===== config.mk =====
export PLATFORM = sky130hd
export DESIGN_NAME = obj_scan_fsm_flat
export DESIGN_NICKNAME = d
export VERILOG_FILES = /design/src/source/video_pkg.sv /design/src/source/video_if.sv /design/src/source/obj_scan_fsm.sv /design/src/flat_wrapper.sv
export VERILOG_INCLUDE_DIRS = /design/src /design/src/source
export SDC_FILE = /design/constraint.sdc
export NUM_CORES = 1
export LEC_CHECK = 0
export ABC_AREA = 1
export BUFFER_PORTS_ARGS = -buffer_cell sky130_fd_sc_hd__clkbuf_2
export CAP_MARGIN = 20
export CORE_ASPECT_RATIO = 2
export CORE_MARGIN = 2
export CORE_UTILIZATION = 50
export CTS_CLUSTER_SIZE = 30
export DETAILED_ROUTE_END_ITERATION = 6
export GPL_TIMING_DRIVEN = 0
export PLACE_DENSITY = 0.71
export SLEW_MARGIN = 20
export SYNTH_ARGS = -nofsm -noshare
export SYNTH_HDL_FRONTEND = slang
export SYNTH_SLANG_ARGS = --single-unit

===== constraint.sdc =====
create_clock -name clk -period 4.8 [get_ports clk]
set_input_delay 0.72 -clock clk [delete_from_list [all_inputs] [get_ports clk]]
set_output_delay 0.72 -clock clk [all_outputs]
set_load 0.005 [all_outputs]

===== src/source/video_params.svh =====
// Video generator parameters
// Raster sizes, memory depths and the PROM load map

`ifndef VIDEO_PARAMS_SVH
`define VIDEO_PARAMS_SVH

// Raster, in pixels and lines
`define H_ACTIVE    64
`define H_TOTAL     96
`define V_ACTIVE    32
`define V_TOTAL     40
`define HS_START    72
`define HS_LEN      8
`define VS_START    34
`define VS_LEN      2

// CPU side memories
`define VRAM_SIZE   8'd32
`define SCROLL_ADDR 8'd32
`define NUM_OBJ     4

// PROM load map
// Graphics: tile t row r at t*32 + r*4, byte k holds pixel 2k low, 2k+1 high
`define PAL_BASE    10'h000
`define PAL_SIZE    10'd32
`define GFX_BASE    10'h200
`define GFX_SIZE    10'd512

`endif


===== src/source/video_pkg.sv =====
// Video generator types
// Pixel and palette index widths, object records and object FSM states

package video_pkg;

    // 4bpp pixel, 0 is transparent
    typedef logic [3:0] pxl_t;

    // Palette PROM index
    typedef logic [4:0] col_idx_t;

    // One object, as stored in object RAM
    typedef struct packed {
        logic [7:0] y;
        logic [7:0] x;
        logic [3:0] code;
        logic       hflip;
    } obj_rec_t;

    typedef enum logic [1:0] {
        st_idle,
        st_fetch,
        st_draw,
        st_done
    } obj_state_t;

endpackage


===== src/source/video_if.sv =====
// Video generator interfaces
// Raster timing bundle and the object draw port into the line buffer

`timescale 1ns/1ps

interface video_timing_if;
    logic [6:0] hdump;
    logic [5:0] vdump;
    logic       lhbl;
    logic       lvbl;
    logic       hs;
    logic       vs;

    modport source (
        output hdump, vdump, lhbl, lvbl, hs, vs
    );

    modport sink (
        input  hdump, vdump, lhbl, lvbl, hs, vs
    );
endinterface

interface obj_draw_if import video_pkg::*; ();
    logic [5:0] waddr;
    pxl_t       wpxl;
    logic       we;

    // One pixel per strobe, into the hidden bank
    modport source (
        output waddr, wpxl, we
    );

    modport sink (
        input  waddr, wpxl, we
    );
endinterface


===== src/source/obj_scan_fsm.sv =====
// Object engine
// Walks object RAM during horizontal blank and draws the next line's
// objects into the line buffer, one pixel per pixel clock

`timescale 1ns/1ps
`include "video_params.svh"

module obj_scan_fsm import video_pkg::*; (
    input  logic          clk,
    input  logic          arst_n,
    input  logic          pxl_cen,
    input  logic [7:0]    cpu_addr,
    input  logic [7:0]    cpu_dout,
    input  logic          cpu_we,
    input  logic          objram_cs,
    video_timing_if.sink  vt,
    output logic [8:0]    gfx_addr,
    input  logic [7:0]    gfx_data,
    obj_draw_if.source    draw
);

    localparam int IDX_W = $clog2(`NUM_OBJ);

    logic [7:0]       obj_ram [4 * `NUM_OBJ];
    obj_state_t       state;
    logic [IDX_W-1:0] idx;
    logic [IDX_W-1:0] aidx;
    logic [2:0]       px;
    logic [2:0]       npx;
    logic             lhbl_last;
    logic             start;
    logic             emit;
    logic [5:0]       next_line;
    obj_rec_t         cur;
    obj_rec_t         arec;
    logic [8:0]       cur_dy;
    logic [8:0]       a_dy;
    logic             cur_hit;
    logic             a_hit;
    logic [2:0]       tcol;
    logic [2:0]       ccol;
    logic [8:0]       xpos;
    pxl_t             nib;

    function automatic obj_rec_t get_rec(input logic [IDX_W-1:0] i);
        obj_rec_t r;
        r.y     = obj_ram[{i, 2'd0}];
        r.x     = obj_ram[{i, 2'd1}];
        r.code  = obj_ram[{i, 2'd2}][3:0];
        r.hflip = obj_ram[{i, 2'd3}][0];
        return r;
    endfunction

    always_ff @(posedge clk) begin
        if (pxl_cen && objram_cs && cpu_we && (cpu_addr < 8'(4 * `NUM_OBJ))) begin
            obj_ram[cpu_addr[IDX_W+1:0]] <= cpu_dout;
        end
    end

    assign next_line = (vt.vdump == 6'(`V_TOTAL - 1)) ? 6'd0 : vt.vdump + 6'd1;
    assign start     = lhbl_last && !vt.lhbl;

    // On the last pixel the ROM is already pointed at the next object
    assign aidx = (state == st_draw && px == 3'd7) ? idx - IDX_W'(1) : idx;
    assign cur  = get_rec(idx);
    assign arec = get_rec(aidx);

    // Negative distances set bit 8 and miss
    assign cur_dy  = {3'd0, next_line} - {1'b0, cur.y};
    assign a_dy    = {3'd0, next_line} - {1'b0, arec.y};
    assign cur_hit = cur_dy < 9'd8;
    assign a_hit   = a_dy < 9'd8;

    // Prefetch the byte holding the next pixel
    assign npx      = px + 3'd1;
    assign tcol     = arec.hflip ? ~npx : npx;
    assign gfx_addr = {arec.code, a_dy[2:0], tcol[2:1]};

    assign ccol = cur.hflip ? ~px : px;
    assign nib  = ccol[0] ? gfx_data[7:4] : gfx_data[3:0];
    assign xpos = {1'b0, cur.x} + {6'd0, px};

    // First pixel goes out on the blank edge itself so that four full
    // objects fit in the 32 blank pixels
    assign emit = (state == st_draw) || (state == st_idle && start && cur_hit);

    assign draw.waddr = xpos[5:0];
    assign draw.wpxl  = nib;
    assign draw.we    = emit && (nib != 4'd0) && (xpos < 9'(`H_ACTIVE));

    always_ff @(posedge clk or negedge arst_n) begin
        if (!arst_n) begin
            state     <= st_idle;
            idx       <= IDX_W'(`NUM_OBJ - 1);
            px        <= '0;
            lhbl_last <= 1'b1;
        end else if (pxl_cen) begin
            lhbl_last <= vt.lhbl;
            case (state)
                st_idle: begin
                    if (start) begin
                        if (cur_hit) begin
                            state <= st_draw;
                            px    <= 3'd1;
                        end else begin
                            state <= st_fetch;
                            idx   <= idx - IDX_W'(1);
                        end
                    end
                end
                st_fetch: begin
                    if (cur_hit) begin
                        state <= st_draw;
                    end else if (idx == '0) begin
                        state <= st_done;
                    end else begin
                        idx <= idx - IDX_W'(1);
                    end
                end
                st_draw: begin
                    px <= npx;
                    if (px == 3'd7) begin
                        if (idx == '0) begin
                            state <= st_done;
                        end else begin
                            idx <= aidx;
                            // Missing object costs one scan cycle
                            if (!a_hit) begin
                                state <= st_fetch;
                            end
                        end
                    end
                end
                default: begin
                    if (vt.lhbl) begin
                        state <= st_idle;
                        idx   <= IDX_W'(`NUM_OBJ - 1);
                        px    <= '0;
                    end
                end
            endcase
        end
    end

    a_done_by_active: assert property (@(posedge clk) disable iff (!arst_n)
        vt.lhbl |-> (state == st_idle || state == st_done));

endmodule


===== src/flat_wrapper.sv =====
// flat-port wrapper written by rule: the top's interface ports become plain ports
module obj_scan_fsm_flat import video_pkg::*;
  (clk, arst_n, pxl_cen, cpu_addr, cpu_dout, cpu_we, objram_cs, gfx_addr, gfx_data, vt_hdump, vt_vdump, vt_lhbl, vt_lvbl, vt_hs, vt_vs, draw_waddr, draw_wpxl, draw_we);
  video_timing_if vt_i ();
  obj_draw_if draw_i ();
  input  logic clk;
  input  logic arst_n;
  input  logic pxl_cen;
  input  logic [7:0] cpu_addr;
  input  logic [7:0] cpu_dout;
  input  logic cpu_we;
  input  logic objram_cs;
  output logic [8:0] gfx_addr;
  input  logic [7:0] gfx_data;
  input wire logic [$bits(vt_i.hdump)-1:0] vt_hdump;
  input wire logic [$bits(vt_i.vdump)-1:0] vt_vdump;
  input wire logic [$bits(vt_i.lhbl)-1:0] vt_lhbl;
  input wire logic [$bits(vt_i.lvbl)-1:0] vt_lvbl;
  input wire logic [$bits(vt_i.hs)-1:0] vt_hs;
  input wire logic [$bits(vt_i.vs)-1:0] vt_vs;
  output wire logic [$bits(draw_i.waddr)-1:0] draw_waddr;
  output wire logic [$bits(draw_i.wpxl)-1:0] draw_wpxl;
  output wire logic [$bits(draw_i.we)-1:0] draw_we;
  assign vt_i.hdump = vt_hdump;
  assign vt_i.vdump = vt_vdump;
  assign vt_i.lhbl = vt_lhbl;
  assign vt_i.lvbl = vt_lvbl;
  assign vt_i.hs = vt_hs;
  assign vt_i.vs = vt_vs;
  assign draw_waddr = draw_i.waddr;
  assign draw_wpxl = draw_i.wpxl;
  assign draw_we = draw_i.we;
  obj_scan_fsm u_core (.clk(clk), .arst_n(arst_n), .pxl_cen(pxl_cen), .cpu_addr(cpu_addr), .cpu_dout(cpu_dout), .cpu_we(cpu_we), .objram_cs(objram_cs), .vt(vt_i), .gfx_addr(gfx_addr), .gfx_data(gfx_data), .draw(draw_i));
endmodule

==> results of run 1 <==
-- flip-flops by register name, summed over array words and instances (netlist names) --
signal	count
u_core.idx	2
u_core.lhbl_last	1
u_core.obj_ram	84
u_core.px	3
u_core.state	2
-- cells by family after synthesis --
kind of cell	share of synthesized area, %
flip-flops	54.0
buffers and inverters	6.25
AND/OR/NAND/NOR	21.8
AO/OA/AOI/OAI	10.8
XOR/XNOR	1.93
adder cells (fa/ha/maj)	5.25
-- placed cells by master (no fill, tap or decap), types with 7 or more instances in the layout --
master	netlist	layout
sky130_fd_sc_hd__nand2_1	118	118
sky130_fd_sc_hd__edfxtp_1	84	84
sky130_fd_sc_hd__nor2_1	58	58
sky130_fd_sc_hd__clkbuf_2	0	55
sky130_fd_sc_hd__inv_1	47	47
sky130_fd_sc_hd__nand3_1	32	32
sky130_fd_sc_hd__o21ai_0	27	27
sky130_fd_sc_hd__a21oi_1	25	25
sky130_fd_sc_hd__ha_1	18	18
sky130_fd_sc_hd__nand2_2	9	9
sky130_fd_sc_hd__a32o_1	9	9
sky130_fd_sc_hd__clkbuf_16	0	9
sky130_fd_sc_hd__buf_2	8	8
sky130_fd_sc_hd__o22ai_1	7	7
-- power groups by stage --
stage	Clock, W	Combinational, W	Sequential, W
after floorplan	0	0.00119	0.000956
after global placement	0	0.00168	0.000966
after detailed placement	0	0.00173	0.000967
final	0.000754	0.00174	0.000951
after CTS	0.000757	0.00174	0.000951
after global routing	0.000785	0.00195	0.000959
-- worst max path at each step --
stage / endpoint / slack (ns) / cells past startpoint
global route: gfx_addr[4] / 0.01 / 16
floorplan: gfx_addr[4] / 1.33 / 17
detailed placement: gfx_addr[4] / 0.57 / 18
finish: gfx_addr[4] / 0.21 / 18
global placement: gfx_addr[4] / 0.62 / 18
CTS: gfx_addr[4] / 0.19 / 18
-- per-stage QoR --
step	cell area [sq um]	util [%]	setup slack (ns)	instances
after global placement	5490	56.2	0.623	708
after global routing	5820	59.6	0.00987	724
after floorplan	5050	-	1.33	521
after CTS	5820	59.6	0.190	724
final	5820	59.6	0.210	724
after detailed placement	5490	56.2	0.569	708
-- critical path: stages, from the launching register on --
cell                       delay, ns
sky130_fd_sc_hd__dfstp_2        0.53
sky130_fd_sc_hd__buf_6          0.15
sky130_fd_sc_hd__inv_4          0.07
sky130_fd_sc_hd__buf_6          0.14
sky130_fd_sc_hd__buf_2          0.20
sky130_fd_sc_hd__buf_2          0.23
sky130_fd_sc_hd__ha_1           0.35
sky130_fd_sc_hd__nand2_1        0.07
sky130_fd_sc_hd__nand2_2        0.09
sky130_fd_sc_hd__inv_2          0.07
sky130_fd_sc_hd__buf_2          0.20
sky130_fd_sc_hd__o21ai_0        0.09
sky130_fd_sc_hd__a21oi_1        0.06
sky130_fd_sc_hd__a21oi_1        0.27
sky130_fd_sc_hd__ha_1           0.21
sky130_fd_sc_hd__inv_1          0.07
sky130_fd_sc_hd__fa_1           0.42
sky130_fd_sc_hd__xor2_1         0.17
sky130_fd_sc_hd__clkbuf_2       0.13
-- routing by layer --
layer	track usage [%]	share of wire [%]
met5	0	0
met1	27.1	35
met2	43.2	56
met4	13.0	3.4
met3	3.86	5.8
-- area by class of cell --
cell class	count	area, sq um	area share, %
repair buffers	55	275	4.73
multi-input cells	359	2010	34.5
inverters	54	208	3.57
well taps	132	165	2.84
plain buffers	16	108	1.85
flip-flops and latches	92	2730	46.9
clock buffers	10	239	4.11
clock inverters	6	87.6	1.51
==> out/results.ini, run 1 <==
[run_status]
outcome = finished clean

[logic_synthesis]
netlist_top_cells_count = sky130_fd_sc_hd__nand2_1 (118), sky130_fd_sc_hd__edfxtp_1 (84), sky130_fd_sc_hd__nor2_1 (58)
ys_top_cells_by_area = sky130_fd_sc_hd__edfxtp_1 (50%), sky130_fd_sc_hd__nand2_1 (8.8%), sky130_fd_sc_hd__ha_1 (4.5%)
avgSynthCellArea_sq_um = 9.69
synth.ff_latch_count = 92
post_synth_inst_count = 521
synth-warning-count = 0
seq_area_frac_synth_pct = 54.0
post-synth-top-area-cell = sky130_fd_sc_hd__edfxtp_1
synth_largest_type_area_fraction_pct = 50.0
ys_async_sr_fraction_pct = 8.70
synth_enable_flop_cells = 84
number_of_different_library_cells_in_the_post_synthesis_netlist = 45
most_instantiated_library_cell_after_synthesis = sky130_fd_sc_hd__nand2_1
syn-num-nets = 587
post_synth_instance_area_sq_um = 5050
postSynth.topFlopCell = sky130_fd_sc_hd__edfxtp_1

[setup_path]
crit-reg2reg-capture = u_core.state[1]
r2r_slack_ns = 0.58
critical_path.startpoint_type = flop
worstPathRequired_ns = 4.08
critical_register_to_register_path_startpoint = u_core.idx[0]
path_class = reg2out
worst-r2r-cell-count = 25
critical_path.startpoint = u_core.idx[0]
crit_arrival_ns = 3.87
crit_path_end_kind = primary output
worstPathMaxFanout = 10

[grt]
antenna_found_initial = 0
grt_use_total_pct = 24.6
vias_in_the_first_global_route = 4119
global_route.overflow_total = 0
pin_count_of_the_biggest_net_entering_global_routing = 17
grt_pass1_wl_mm = 19.9

[run]
maxCapViolations = 0

[timing]
finalCritPeriodShare_pct = 95.6
timing.final.crit_period_ns = 4.59
relSlewSlack_pct = 43.8
max_slew.worst_pin.slew_ns = 0.839
setup_tns_ns = 0
unrepaired_setup_endpoints_after_global_routing = false
max_freq_mhz = 218
final.setup_skew_ns = 0.00879
setup_viol_count_final = 0
hold_violations = 0
worst_case_hold_slack_ns = 0.216
report.final.slew_viol_count = 0

[floorplanning]
dieHeight_um = 146
design.die.area_sq_um = 11000
core_area_sq_um = 9760
placement_rows = 51
io_pins = 66
initial_utilization_pct = 51.7
die_w_um = 75.1

[pwr]
internal_power_w = 0.00203
total_switching_power_w = 0.00142
power_density_nw_per_um2 = 592
power_w = 0.00345
power_leakage_nw = 2.44
sw_frac_of_total_pct = 41.1
irDropWorstVdd_v = 0.000434
clkPwrFrac_pct = 21.9
pwr-share-seq_pct = 27.6
power_frac_comb_pct = 50.5

[routing]
dr.pass1.iters = 5
ant_nets = 0
detail_route.drc_violations = 0
routed-via-count = 4039
detail_route.wl_per_cell_um = 17.1
detail_route.wirelength_mm = 12.4
drt-vias-per-instance = 5.58
detailedRoute.firstIterationViolations = 254

[clock_network]
numCtsBuffers = 9
clk_latency_ns = 0.34
ctsResizeCount = 0
cts_hold_repair.buffers = 0
clock_tree.htree_level_count = 3
clkTransAtPathRegs_ns = 0.07
tritoncts_num_sinks = 92
maximum_count_of_clock_buffers_along_a_single_path = 2
tritoncts_clock_tree = yes
clockRootBuffer = sky130_fd_sc_hd__clkbuf_16
postCtsSetupRepairBufs = 0

[placed_design]
buffer_ports.inserted = 55
gp_routability_congestion = 0.925
detailedPlacementHpwl_mm = 9.25

[final_layout]
final_net_count = 653
post_route_cells_drive_above_1_share_pct = 20.9
antennaDiodeCount = 0
area.growth.synth_to_final_pct = 15.2
filler_cell_count = 838

[hold_path]
hold_class = in2async

No activity file was read; power rests on OpenSTA's default activity.
==> run 2: changes to the inputs <==
- ABC_AREA: 1 -> not set
- ABC_CLOCK_PERIOD_IN_PS: not set -> 4800
==> run 2 against run 1 <==
  * Combinational power is 18% lower
  * Power decreased by 12%
  * Synthesized area fell by 3.7%
  * Critical endpoint is now u_core.state[1]
  * Largest cell class unchanged
==> out/results.ini, run 2 <==
[run_status]
outcome = finished clean

[setup_path]
worstPathRequired_ns = 5.02  ; +0.94 ns
crit_path_end_kind = flop
critical_path.startpoint_type = flop
worstPathMaxFanout = 19  ; +9
crit_arrival_ns = 4.81  ; +0.94 ns
path_class = reg2reg

[logic_synthesis]
netlist_top_cells_count = sky130_fd_sc_hd__edfxtp_1 (84), sky130_fd_sc_hd__nor2_1 (28), sky130_fd_sc_hd__inv_1 (26)
avgSynthCellArea_sq_um = 14.1  ; +45%
post-synth-top-area-cell = sky130_fd_sc_hd__edfxtp_1
post_synth_instance_area_sq_um = 4860  ; -3.7%
syn-num-nets = 411  ; -30%
ys_async_sr_fraction_pct = 8.70  ; unchanged
ys_top_cells_by_area = sky130_fd_sc_hd__edfxtp_1 (52%), sky130_fd_sc_hd__mux4_2 (12%), sky130_fd_sc_hd__ha_1 (4.6%)
number_of_different_library_cells_in_the_post_synthesis_netlist = 58  ; +29%
postSynth.topFlopCell = sky130_fd_sc_hd__edfxtp_1
synth_largest_type_area_fraction_pct = 51.9  ; +1.9 points
seq_area_frac_synth_pct = 56.1  ; +2.1 points
most_instantiated_library_cell_after_synthesis = sky130_fd_sc_hd__edfxtp_1
synth_enable_flop_cells = 84  ; unchanged
synth-warning-count = 0  ; unchanged
post_synth_inst_count = 345  ; -34%
synth.ff_latch_count = 92  ; unchanged

[pwr]
power_density_nw_per_um2 = 546  ; -7.9%
power_w = 0.00304  ; -12%
irDropWorstVdd_v = 0.000346  ; -20%
power_leakage_nw = 2.06  ; -16%

[timing]
finalCritPeriodShare_pct = 95.7  ; about the same
timing.final.crit_period_ns = 4.59  ; +0.00341 ns
unrepaired_setup_endpoints_after_global_routing = false
setup_tns_ns = 0  ; unchanged
hold_violations = 0  ; unchanged
setup_viol_count_final = 0  ; unchanged
max_freq_mhz = 218  ; about the same
report.final.slew_viol_count = 0  ; unchanged
final.setup_skew_ns = 0.00473  ; -0.00406 ns
relSlewSlack_pct = 43.0  ; -0.83 points
final_critical_path_setup_slack_ns = 0.206  ; -0.00341 ns
max_slew.worst_pin.slew_ns = 0.852  ; +0.0124 ns

[clock_network]
tritoncts_clock_tree = yes
tritoncts_num_sinks = 92  ; unchanged
numCtsBuffers = 9  ; unchanged
clock_tree.htree_level_count = 3  ; unchanged
maximum_count_of_clock_buffers_along_a_single_path = 2  ; unchanged
clk_latency_ns = 0.33  ; about the same
clockRootBuffer = sky130_fd_sc_hd__clkbuf_16
clkTransAtPathRegs_ns = 0.06  ; about the same

[final_layout]
most-common-layout-cells = sky130_fd_sc_hd__edfxtp_1 (84), sky130_fd_sc_hd__clkbuf_2 (54), sky130_fd_sc_hd__nor2_1 (28)
final_net_count = 474  ; -27%
area.growth.synth_to_final_pct = 14.7
layout.cells.non_filler = 519  ; -28%
layout_commonest_cell = sky130_fd_sc_hd__edfxtp_1
post_route_cells_drive_above_1_share_pct = 29.1  ; +8.1 points
antennaDiodeCount = 0  ; unchanged
final_core_utilization_pct = 58.3  ; -1.3 points
largest_reg_flops = 84  ; unchanged

[grt]
antenna_found_initial = 0  ; unchanged
grt_pass1_wl_mm = 15.9  ; -20%
global_route.overflow_total = 0  ; unchanged
vias_in_the_first_global_route = 3202  ; -22%
grt_use_total_pct = 20.3  ; -4.3 points
pin_count_of_the_biggest_net_entering_global_routing = 20  ; +3

[routing]
routed-via-count = 3147  ; -22%
detail_route.drc_violations = 0  ; unchanged
detail_route.wl_per_cell_um = 19.5  ; +14%
detailedRoute.firstIterationViolations = 174  ; -31%
dr.pass1.iters = 4  ; -1
detail_route.wirelength_mm = 10.1  ; -18%
drt-vias-per-instance = 6.06  ; +8.7%
ant_nets = 0  ; unchanged

[placed_design]
dp_cells = 505  ; -29%
gp_routability_congestion = 0.873  ; -5.6%
buffer_ports.inserted = 54  ; -1.8%
post-place-ws_ns = -0.730  ; -1.30 ns
detailedPlacementHpwl_mm = 7.79  ; -16%

[floorplanning]
design.die.area_sq_um = 10600  ; -3.5%
die_w_um = 73.7  ; -1.8%
core_area_sq_um = 9570  ; -2.0%
dieHeight_um = 143  ; -1.8%
placement_rows = 51  ; unchanged
initial_utilization_pct = 50.8  ; -0.90 points
io_pins = 66  ; unchanged

[hold_path]
hold_class = in2async

[run]
maxCapViolations = 0  ; unchanged

## run 2: through the flow
step / hold slack [ns] / area [sq um]
detailed placement: 0.564 / 5290
CTS: 0.222 / 5580
floorplan: 0.424 / 4860
finish: 0.223 / 5580
global route: 0.221 / 5580
global placement: 0.557 / 5270
## run 2: path summary, 6_finish.rpt
path / startpoint / slack (ns) / cells after the start / endpoint
worst min register to register: u_core.px[1] / 0.58 / 2 / u_core.px[1]
worst min-delay path: arst_n / 0.22 / 1 / u_core.state[0]
worst max-delay path: u_core.idx[0] / 0.21 / 15 / u_core.state[1]
max in group asynchronous: arst_n / 4.33 / 1 / u_core.idx[1]
min in group clk: u_core.px[1] / 0.58 / 2 / u_core.px[1]
worst max register to register: u_core.idx[0] / 0.21 / 15 / u_core.state[1]
## run 2: cell families (layout without fill, tap and decap cells)
| family | Yosys count | in the layout | synth area share [%] |
|---|---|---|---|
| fa+ha+maj | 20 | 20 | 5.45 |
| mux | 40 | 40 | 15.4 |
| flops | 92 | 92 | 56.1 |
| buf+inv | 36 | 104 | 3.16 |
| simple gates | 86 | 86 | 8.85 |
| xor+xnor | 12 | 12 | 2.16 |
| compound gates | 59 | 59 | 8.88 |
## run 2: what timing repair did
action / CTS / global route
setup endpoints to repair: 6 / 2
buffers inserted: 0 / 0
gates resized for setup: 2 / 1
hold endpoints to repair: 0 / 0
hold buffers: 0 / 0
## run 2: area by class of cell
class / instances / area (sq um)
repair buffers: 54 / 270
clock inverters: 7 / 67.6
multi-input cells: 217 / 2000
plain buffers: 8 / 57.6
flip-flops and latches: 92 / 2730
clock buffers: 9 / 225
well taps: 106 / 133
fillers: 741 / 3990
inverters: 26 / 97.6
## run 2: routing by layer
layer	track usage [%]	vias to the layer above	wire, um
met4	8.33	0	246
met3	3.51	14	434
met5	0	-	0
met2	35.2	114	5500
li1	-	1467	-
met1	24.4	1552	3960
## run 2: power by group
group	internal, W	leakage, nW	switching (W)
Sequential	0.000909	0.843	0.0000283
Clock	0.000400	0.139	0.000283
Combinational	0.000680	1.08	0.000744
Total	0.00199	2.06	0.00105
## run 2: worst max-delay path, cell delays in order (launching register included)
cell and delay, ns:
sky130_fd_sc_hd__dfstp_2 0.61, sky130_fd_sc_hd__buf_6 0.27, sky130_fd_sc_hd__inv_1 0.13, sky130_fd_sc_hd__ha_1 0.35, sky130_fd_sc_hd__mux2i_4 0.30, sky130_fd_sc_hd__buf_4 0.29
sky130_fd_sc_hd__mux4_2 0.53, sky130_fd_sc_hd__inv_1 0.12, sky130_fd_sc_hd__ha_1 0.25, sky130_fd_sc_hd__nand2b_1 0.10, sky130_fd_sc_hd__a21oi_1 0.13, sky130_fd_sc_hd__or4_1 0.43
sky130_fd_sc_hd__a32o_1 0.24, sky130_fd_sc_hd__o31a_1 0.29, sky130_fd_sc_hd__a21boi_1 0.14, sky130_fd_sc_hd__mux2_2 0.28
